[src/common/agc_pkg.sv]
package agc_pkg;

  localparam int word_w = 15;

  typedef logic [word_w-1:0] word_t;
  typedef logic [11:0] soft_addr_t;
  typedef logic [13:0] rom_addr_t;
  typedef logic [10:0] ram_addr_t;
  typedef logic [2:0] bank_t;

  // Central register select codes
  typedef enum logic [3:0] {
    A, L, Q, EB, FB, BB, ZERO, CYR, SR, CYL, SL, TIME1, TIME2
  } reg_sel_t;

  // Software memory map, in octal as the machine documents it
  localparam soft_addr_t rom_region_base = 12'o2000;
  localparam soft_addr_t fixed_rom_base = 12'o4000;
  localparam rom_addr_t bank_rom_size = 14'o2000;
  localparam soft_addr_t fixed_ram_limit = 12'o1400;
  localparam ram_addr_t bank_ram_size = 11'o400;
  localparam ram_addr_t eb_high_offset = 11'o2000;

  // Bank fields inside a data word
  localparam int eb_lsb = 9;
  localparam int fb_lsb = 12;

  // Value held by a register after a write of data
  function automatic word_t edit_on_write(input reg_sel_t sel, input word_t data);
    word_t edited;
    case (sel)
      CYR: edited = {data[0], data[word_w-1:1]};
      // Sign bit is copied into the top
      SR: edited = {data[word_w-1], data[word_w-1:1]};
      CYL: edited = {data[word_w-2:0], data[word_w-1]};
      SL: edited = {data[word_w-2:0], 1'b0};
      default: edited = data;
    endcase
    return edited;
  endfunction

  // Word seen when reading a bank register
  function automatic word_t bank_view(input reg_sel_t sel, input bank_t eb, input bank_t fb);
    word_t view;
    view = '0;
    if (sel == EB || sel == BB) begin
      view[eb_lsb +: $bits(bank_t)] = eb;
    end
    if (sel == FB || sel == BB) begin
      view[fb_lsb +: $bits(bank_t)] = fb;
    end
    return view;
  endfunction

endpackage

[src/regfile/central_regs.sv]
`timescale 1ns/1ps

module central_regs
  import agc_pkg::*;
(
  input  logic     clk,
  input  logic     rst_l,
  input  logic     wr1_en,
  input  reg_sel_t wr1_sel,
  input  word_t    wr1_data,
  input  logic     wr2_en,
  input  reg_sel_t wr2_sel,
  input  word_t    wr2_data,
  output word_t    stored_a,
  output word_t    stored_l,
  output word_t    stored_q,
  output word_t    stored_bank,
  output word_t    stored_cyr,
  output word_t    stored_sr,
  output word_t    stored_cyl,
  output word_t    stored_sl,
  output word_t    stored_time1,
  output word_t    stored_time2,
  output bank_t    eb,
  output bank_t    fb
);

  logic [1:0] port_en;
  reg_sel_t   port_sel [2];
  word_t      port_data [2];
  word_t      port_edit [2];

  // Port 0 is write port 1, port 1 is write port 2
  assign port_en = {wr2_en, wr1_en};
  assign port_sel[0] = wr1_sel;
  assign port_sel[1] = wr2_sel;
  assign port_data[0] = wr1_data;
  assign port_data[1] = wr2_data;

  // Editing registers keep the shifted word
  assign port_edit[0] = edit_on_write(wr1_sel, wr1_data);
  assign port_edit[1] = edit_on_write(wr2_sel, wr2_data);

  always_ff @(posedge clk or negedge rst_l) begin
    if (!rst_l) begin
      stored_a <= '0;
      stored_l <= '0;
      stored_q <= '0;
      stored_cyr <= '0;
      stored_sr <= '0;
      stored_cyl <= '0;
      stored_sl <= '0;
      stored_time1 <= '0;
      stored_time2 <= '0;
      eb <= '0;
      fb <= '0;
    end else begin
      // Port 2 is visited last so it takes precedence
      for (int p = 0; p < 2; p++) begin
        if (port_en[p]) begin
          case (port_sel[p])
            A: stored_a <= port_edit[p];
            L: stored_l <= port_edit[p];
            Q: stored_q <= port_edit[p];
            // Bank writes touch only their own field
            EB: eb <= port_data[p][eb_lsb +: $bits(bank_t)];
            FB: fb <= port_data[p][fb_lsb +: $bits(bank_t)];
            BB: begin
              eb <= port_data[p][eb_lsb +: $bits(bank_t)];
              fb <= port_data[p][fb_lsb +: $bits(bank_t)];
            end
            CYR: stored_cyr <= port_edit[p];
            SR: stored_sr <= port_edit[p];
            CYL: stored_cyl <= port_edit[p];
            SL: stored_sl <= port_edit[p];
            TIME1: stored_time1 <= port_edit[p];
            TIME2: stored_time2 <= port_edit[p];
            // ZERO and unused codes are dropped
            default: ;
          endcase
        end
      end
    end
  end

  // Only the six bank bits are stored
  assign stored_bank = bank_view(BB, eb, fb);

endmodule

[src/regfile/reg_read_port.sv]
`timescale 1ns/1ps

module reg_read_port
  import agc_pkg::*;
(
  input  reg_sel_t rs_sel,
  input  logic     wr1_en,
  input  reg_sel_t wr1_sel,
  input  word_t    wr1_data,
  input  logic     wr2_en,
  input  reg_sel_t wr2_sel,
  input  word_t    wr2_data,
  input  word_t    stored_a,
  input  word_t    stored_l,
  input  word_t    stored_q,
  input  word_t    stored_bank,
  input  word_t    stored_cyr,
  input  word_t    stored_sr,
  input  word_t    stored_cyl,
  input  word_t    stored_sl,
  input  word_t    stored_time1,
  input  word_t    stored_time2,
  input  bank_t    eb,
  input  bank_t    fb,
  output word_t    rs_data
);

  word_t stored;
  logic  live;
  logic  is_bank;
  logic  hit1;
  logic  hit2;
  bank_t fwd_eb;
  bank_t fwd_fb;

  always_comb begin
    live = 1'b1;
    is_bank = 1'b0;
    case (rs_sel)
      A: stored = stored_a;
      L: stored = stored_l;
      Q: stored = stored_q;
      EB, FB: begin
        stored = bank_view(rs_sel, eb, fb);
        is_bank = 1'b1;
      end
      BB: begin
        stored = stored_bank;
        is_bank = 1'b1;
      end
      CYR: stored = stored_cyr;
      SR: stored = stored_sr;
      CYL: stored = stored_cyl;
      SL: stored = stored_sl;
      TIME1: stored = stored_time1;
      TIME2: stored = stored_time2;
      // ZERO and unused codes never forward
      default: begin
        stored = '0;
        live = 1'b0;
      end
    endcase

    hit1 = live && wr1_en && (wr1_sel == rs_sel);
    hit2 = live && wr2_en && (wr2_sel == rs_sel);

    // Bank fields as they will be after the edge, port 2 last
    fwd_eb = eb;
    fwd_fb = fb;
    if (wr1_en && (wr1_sel == EB || wr1_sel == BB))
      fwd_eb = wr1_data[eb_lsb +: $bits(bank_t)];
    if (wr1_en && (wr1_sel == FB || wr1_sel == BB))
      fwd_fb = wr1_data[fb_lsb +: $bits(bank_t)];
    if (wr2_en && (wr2_sel == EB || wr2_sel == BB))
      fwd_eb = wr2_data[eb_lsb +: $bits(bank_t)];
    if (wr2_en && (wr2_sel == FB || wr2_sel == BB))
      fwd_fb = wr2_data[fb_lsb +: $bits(bank_t)];

    if (is_bank && (hit1 || hit2))
      rs_data = bank_view(rs_sel, fwd_eb, fwd_fb);
    else if (hit2)
      rs_data = edit_on_write(wr2_sel, wr2_data);
    else if (hit1)
      rs_data = edit_on_write(wr1_sel, wr1_data);
    else
      rs_data = stored;
  end

endmodule

[src/source/agc_core_mem.sv]
`timescale 1ns/1ps

module agc_core_mem
  import agc_pkg::*;
(
  input  logic       clk,
  input  logic       rst_l,
  input  logic       wr1_en,
  input  reg_sel_t   wr1_sel,
  input  word_t      wr1_data,
  input  logic       wr2_en,
  input  reg_sel_t   wr2_sel,
  input  word_t      wr2_data,
  input  reg_sel_t   rs1_sel,
  input  reg_sel_t   rs2_sel,
  input  soft_addr_t pc_addr,
  input  soft_addr_t rd_addr,
  input  soft_addr_t wr_addr,
  input  logic       mem_wr_en,
  output word_t      rs1_data,
  output word_t      rs2_data,
  output rom_addr_t  pc_rom_addr,
  output logic       rd_is_rom,
  output rom_addr_t  rd_rom_addr,
  output ram_addr_t  rd_ram_addr,
  output ram_addr_t  ram_wr_addr,
  output logic       ram_wr_en
);

  word_t stored_a;
  word_t stored_l;
  word_t stored_q;
  word_t stored_bank;
  word_t stored_cyr;
  word_t stored_sr;
  word_t stored_cyl;
  word_t stored_sl;
  word_t stored_time1;
  word_t stored_time2;
  bank_t eb;
  bank_t fb;

  central_regs regs (
    .clk, .rst_l,
    .wr1_en, .wr1_sel, .wr1_data,
    .wr2_en, .wr2_sel, .wr2_data,
    .stored_a, .stored_l, .stored_q, .stored_bank,
    .stored_cyr, .stored_sr, .stored_cyl, .stored_sl,
    .stored_time1, .stored_time2,
    .eb, .fb
  );

  reg_read_port read_port_1 (
    .rs_sel (rs1_sel),
    .wr1_en, .wr1_sel, .wr1_data,
    .wr2_en, .wr2_sel, .wr2_data,
    .stored_a, .stored_l, .stored_q, .stored_bank,
    .stored_cyr, .stored_sr, .stored_cyl, .stored_sl,
    .stored_time1, .stored_time2,
    .eb, .fb,
    .rs_data (rs1_data)
  );

  reg_read_port read_port_2 (
    .rs_sel (rs2_sel),
    .wr1_en, .wr1_sel, .wr1_data,
    .wr2_en, .wr2_sel, .wr2_data,
    .stored_a, .stored_l, .stored_q, .stored_bank,
    .stored_cyr, .stored_sr, .stored_cyl, .stored_sl,
    .stored_time1, .stored_time2,
    .eb, .fb,
    .rs_data (rs2_data)
  );

  // Registered bank bits steer translation
  addr_translate xlate (
    .pc_addr, .rd_addr, .wr_addr, .mem_wr_en,
    .eb, .fb,
    .pc_rom_addr, .rd_is_rom, .rd_rom_addr, .rd_ram_addr,
    .ram_wr_addr, .ram_wr_en
  );

endmodule

[src/translate/addr_translate.sv]
`timescale 1ns/1ps

module addr_translate
  import agc_pkg::*;
(
  input  soft_addr_t pc_addr,
  input  soft_addr_t rd_addr,
  input  soft_addr_t wr_addr,
  input  logic       mem_wr_en,
  input  bank_t      eb,
  input  bank_t      fb,
  output rom_addr_t  pc_rom_addr,
  output logic       rd_is_rom,
  output rom_addr_t  rd_rom_addr,
  output ram_addr_t  rd_ram_addr,
  output ram_addr_t  ram_wr_addr,
  output logic       ram_wr_en
);

  rom_addr_t rd_rom_full;
  ram_addr_t rd_ram_full;

  // Instruction fetch always targets ROM
  rom_translate fetch_rom (
    .soft_addr (pc_addr),
    .fb        (fb),
    .rom_addr  (pc_rom_addr)
  );

  rom_translate read_rom (
    .soft_addr (rd_addr),
    .fb        (fb),
    .rom_addr  (rd_rom_full)
  );

  ram_translate read_ram (
    .soft_addr (rd_addr),
    .eb        (eb),
    .ram_addr  (rd_ram_full)
  );

  ram_translate write_ram (
    .soft_addr (wr_addr),
    .eb        (eb),
    .ram_addr  (ram_wr_addr)
  );

  // Read region, the other address reads zero
  assign rd_is_rom = rd_addr >= rom_region_base;
  assign rd_rom_addr = rd_is_rom ? rd_rom_full : '0;
  assign rd_ram_addr = rd_is_rom ? '0 : rd_ram_full;

  // ROM is read only
  assign ram_wr_en = mem_wr_en && (wr_addr < rom_region_base);

endmodule

[src/translate/ram_translate.sv]
`timescale 1ns/1ps

module ram_translate
  import agc_pkg::*;
(
  input  soft_addr_t soft_addr,
  input  bank_t      eb,
  output ram_addr_t  ram_addr
);

  logic      is_fixed;
  ram_addr_t low_off;
  ram_addr_t bank_off;
  ram_addr_t base_addr;

  always_comb begin
    is_fixed = soft_addr < fixed_ram_limit;
    base_addr = soft_addr[$bits(ram_addr_t)-1:0];

    // Low two EB bits pick one of four banks
    case (eb[1:0])
      2'd0: low_off = '0;
      2'd1: low_off = bank_ram_size;
      2'd2: low_off = ram_addr_t'(2) * bank_ram_size;
      default: low_off = ram_addr_t'(3) * bank_ram_size;
    endcase

    // Top EB bit overrides with the high half
    bank_off = eb[2] ? eb_high_offset : low_off;

    if (is_fixed)
      ram_addr = base_addr;
    else
      ram_addr = base_addr + bank_off;
  end

endmodule

[src/translate/rom_translate.sv]
`timescale 1ns/1ps

module rom_translate
  import agc_pkg::*;
(
  input  soft_addr_t soft_addr,
  input  bank_t      fb,
  output rom_addr_t  rom_addr
);

  logic      is_fixed;
  rom_addr_t fixed_addr;
  rom_addr_t bank_off;
  rom_addr_t banked_addr;

  always_comb begin
    is_fixed = soft_addr >= fixed_rom_base;
    fixed_addr = rom_addr_t'(soft_addr - fixed_rom_base);

    // Bank offset table, avoids a multiplier
    case (fb)
      3'd0: bank_off = '0;
      3'd1: bank_off = bank_rom_size;
      3'd2: bank_off = rom_addr_t'(2) * bank_rom_size;
      3'd3: bank_off = rom_addr_t'(3) * bank_rom_size;
      3'd4: bank_off = rom_addr_t'(4) * bank_rom_size;
      3'd5: bank_off = rom_addr_t'(5) * bank_rom_size;
      3'd6: bank_off = rom_addr_t'(6) * bank_rom_size;
      default: bank_off = rom_addr_t'(7) * bank_rom_size;
    endcase

    // Banks start above the two fixed banks
    banked_addr = rom_addr_t'(soft_addr) + rom_addr_t'(rom_region_base) + bank_off;

    rom_addr = is_fixed ? fixed_addr : banked_addr;
  end

endmodule

[config.mk]
export PLATFORM = sky130hd
export DESIGN_NAME = agc_core_mem
export DESIGN_NICKNAME = d
export VERILOG_FILES = /design/src/common/agc_pkg.sv /design/src/regfile/central_regs.sv /design/src/regfile/reg_read_port.sv /design/src/source/agc_core_mem.sv /design/src/translate/addr_translate.sv /design/src/translate/ram_translate.sv /design/src/translate/rom_translate.sv
export SDC_FILE = /design/constraint.sdc
export NUM_CORES = 1
export LEC_CHECK = 0
export ABC_CLOCK_PERIOD_IN_PS = 4100
export BUFFER_PORTS_ARGS = -buffer_cell sky130_fd_sc_hd__buf_2
export CAP_MARGIN = 15
export CORE_MARGIN = 2
export CORE_UTILIZATION = 42
export CTS_CLUSTER_DIAMETER = 150
export DETAILED_ROUTE_END_ITERATION = 7
export SLEW_MARGIN = 20
export SYNTH_ARGS = -nofsm -noshare
export SYNTH_HDL_FRONTEND = slang
export SYNTH_SLANG_ARGS = --single-unit
[constraint.sdc]
create_clock -name clk -period 4.1 [get_ports clk]
set_clock_uncertainty 0.1 [all_clocks]
set_input_delay 0.82 -clock clk [delete_from_list [all_inputs] [get_ports clk]]
set_output_delay 0.82 -clock clk [all_outputs]
set_load 0.01 [all_outputs]
==> reports/results.ini <==
[clocking]
cts_tree=built
insertion_delay_ns=0.43
hold_buffers=0
clock-root-buffer=clkbuf_16
clock_tree.buffer_depth=2
cts_buffers=17
htree_levels=4
cts.sinks=141
path_clk_slew_ns=0.08

[global_route]
grt_pass1_wl_um=78300
grt_max_degree=67
track_usage_pct=36.3
overflow=0
first_global_vias=12034
antenna_found_initial=0

[floorplan]
io_pins=169
die_h_um=171
num_rows=61
die_w_um=171
die_area_um2=29100
core_um2=27600
start_util_pct=42.4

[cells_and_area]
diodes=0
seqCellArea_um2=3530
multi_input_area_um2=7310
drive_gt1_share_pct=24.0
final_area_um2=14000
final_cells=1981
nNetsFinal=1689
area_growth_pct=19.7
fillers=2635

[sta]
worst_slew_pin_slew_ns=0.765
setup_viol=1
worst_slack_ns=-0.0124
rsz0062_at_grt=yes
drv_slew=0
max_slew_margin_pct=49.0
hold_viol=0
fmax_ghz=0.243
post-route-period-util_pct=100
fin_crit_ns=4.11

[yosys]
avgSynthCellArea_um2=8.07
yosysMostFrequentCell=o21ai_0
synth_enable_flop_cells=0
yosysTopAreaCell=dfrtp_1
ys_types=75
synth_nets=1545
netlist_area_um2=11700
yosysWarnings=0
seq_area_frac_synth_pct=30.2
synth_flop_cell=dfrtp_1
synth_common_cells=o21ai_0 (164), dfrtp_1 (141), nand2_1 (137)
synth_top_area_share_pct=30.2
synthTopCellsByArea=dfrtp_1 (30%), o211ai_1 (7.8%), o21ai_0 (7.0%), nand2_1 (4.4%), a22oi_1 (3.7%)
syn_inst=1446
synth-seq-cells=141
async_flop_share_pct=100

[power]
seq_power_share_pct=39.0
worst_ir_drop_vdd_mv=0.298
clkPwrFrac_pct=29.0
sw_frac_of_total_pct=40.2
p_comb_share_pct=32.0
cellPowerDensity_nw_per_um2=411
power_w=0.00575
p_switching_w=0.00231
internal_power_w=0.00344
power.leakage_nw=5.59

[critical_path]
cp_max_fo=14
reg2reg_from=regs.fb[2]$_DFF_PN0_
path_class=primary input to primary output
r2r_cells=6
cp.arrival_ns=3.19
worstPathRequired_ns=3.18
critPathCaptureType=primary output
startpoint_type=primary input
r2r_slack_ns=2.66
rr_endpoint=regs.fb[2]$_DFF_PN0_

[route]
wl_per_cell_um=27.0
drt-initial-drc-count=1889
ant_nets=0
route.detailed.drc=0
viasPerCell=6.69
dr.pass1.iters=6
wl_um=53500
via_count=13247

[placement]
dp_hpwl_um=39100
gp_congestion=1.06
port_buffers=132
dp.cells=1946
place_area_um2=13300

[hold_path]
hold_class=primary input to async pin

[status]
outcome=finished, violations left
violations=setup timing

[flow_run]
max_cap_violations=0

power groups by stage:
stage | Combinational, W | Sequential, W | Clock [W]
2_1_floorplan | 0.00120 | 0.00199 | 0
3_3_place_gp | 0.00176 | 0.00222 | 0
3_5_place_dp | 0.00179 | 0.00221 | 0
4_1_cts | 0.00180 | 0.00220 | 0.00167
5_1_grt | 0.00200 | 0.00226 | 0.00172
6_report | 0.00184 | 0.00224 | 0.00167
state kept, by name (all words and copies together) (netlist names):
register and count:
regs.stored_time2 15, regs.stored_sl 15, regs.stored_l 15, regs.eb 3, regs.stored_q 15, regs.stored_cyl 15, regs.fb 3, regs.stored_a 15
regs.stored_cyr 15, regs.stored_sr 15, regs.stored_time1 15
worst max-delay path by stage:
| stage | startpoint | endpoint | slack [ns] | cells past startpoint |
|---|---|---|---|---|
| after floorplan | rs1_sel[2] | rs1_data[7] | 0.64 | 7 |
| after global placement | wr2_sel[3] | rs2_data[1] | -0.17 | 7 |
| after detailed placement | wr2_sel[3] | rs2_data[1] | -0.07 | 7 |
| after CTS | rs1_sel[1] | rs1_data[5] | 0.04 | 9 |
| after global routing | rs1_sel[0] | rs1_data[5] | -0.08 | 10 |
| final | rs1_sel[0] | rs1_data[5] | -0.01 | 10 |
cell usage in the layout, fill, tap and decap left out, drive strengths merged, types with 5 or more instances in the layout:
master   netlist  routed
o2bb2ai        8       8
nor3b         12      12
and2          17      17
and3          14      14
o22ai         10      10
ha             8       8
o32ai          6       6
a22o          37      37
a22oi         58      58
o31ai          6       6
a221oi        18      18
a32o           7       7
nor4           9       9
a21oi         63      63
mux2i         31      31
nand3         23      23
o21ai        168     168
nor2          76      76
and3b          6       6
mux2          29      29
a221o         10      10
nand2        137     137
a31oi          8       8
a211oi         9       9
clkbuf        74      18
buf           95     293
nand3b         6       6
nor2b         31      31
dfrtp        141     141
xnor2         15      15
mux4           5       5
nor3          26      26
or3            6       6
inv           31      40
o211ai       121     121
a222oi        10      10
a32oi          5       5
nand2b        49      49
o221ai        12      12
clkinv         0       6
per-layer routing:
layer  GRT usage, %  vias to the layer above  share of wire, %
met5              0                        -                 0
met1           48.9                     6409                41
met3           7.10                      175                11
li1               -                     5726                 -
met2           55.1                      937                43
met4           19.2                        0               5.4
timing repair:
action,in CTS,in global routing
gates resized for setup,1,4
setup buffers,0,3
hold endpoints to repair,0,0
pin swaps,0,3
endpoints found under the setup margin,2,8
kinds of logic (layout without fill, tap and decap cells):
| logic type | Yosys count | after routing | synth area share, % |
|---|---|---|---|
| compound gates | 578 | 578 | 33.9 |
| xor+xnor | 19 | 19 | 1.43 |
| fa+ha+maj | 12 | 12 | 1.54 |
| buf+inv | 200 | 357 | 7.74 |
| flops | 141 | 141 | 30.2 |
| mux | 65 | 65 | 6.42 |
| simple gates | 431 | 431 | 18.8 |
worst max-delay path, cell delays in order:
cell and delay [ns]:
buf_2 0.20, buf_4 0.21, nor3b_1 0.44, buf_4 0.22, a22oi_1 0.06, a21oi_1 0.33, o21ai_0 0.16, buf_4 0.15
a221oi_1 0.37, buf_2 0.22
through the flow:
step	hold slack (ns)	utilization, %	worst slack [ns]	setup TNS (ns)
2_1_floorplan	0.386	-	0.642	0
3_3_place_gp	0.444	48.3	-0.167	-0.314
5_1_grt	0.312	50.7	-0.0796	-0.0796
6_report	0.250	50.7	-0.0124	-0.0124
4_1_cts	0.279	50.6	0.0435	0
3_5_place_dp	0.452	48.3	-0.0675	-0.120
final cells by class:
type / count / share of cell area (%)
sequential: 141 / 25.3
clock inverter: 15 / 1.32
timing repair buffer: 294 / 13.9
tap: 378 / 3.39
multi-input combinational: 1105 / 52.3
inverter: 31 / 0.833
clock buffer: 17 / 3.05
Power figures use the tool's default switching activity.
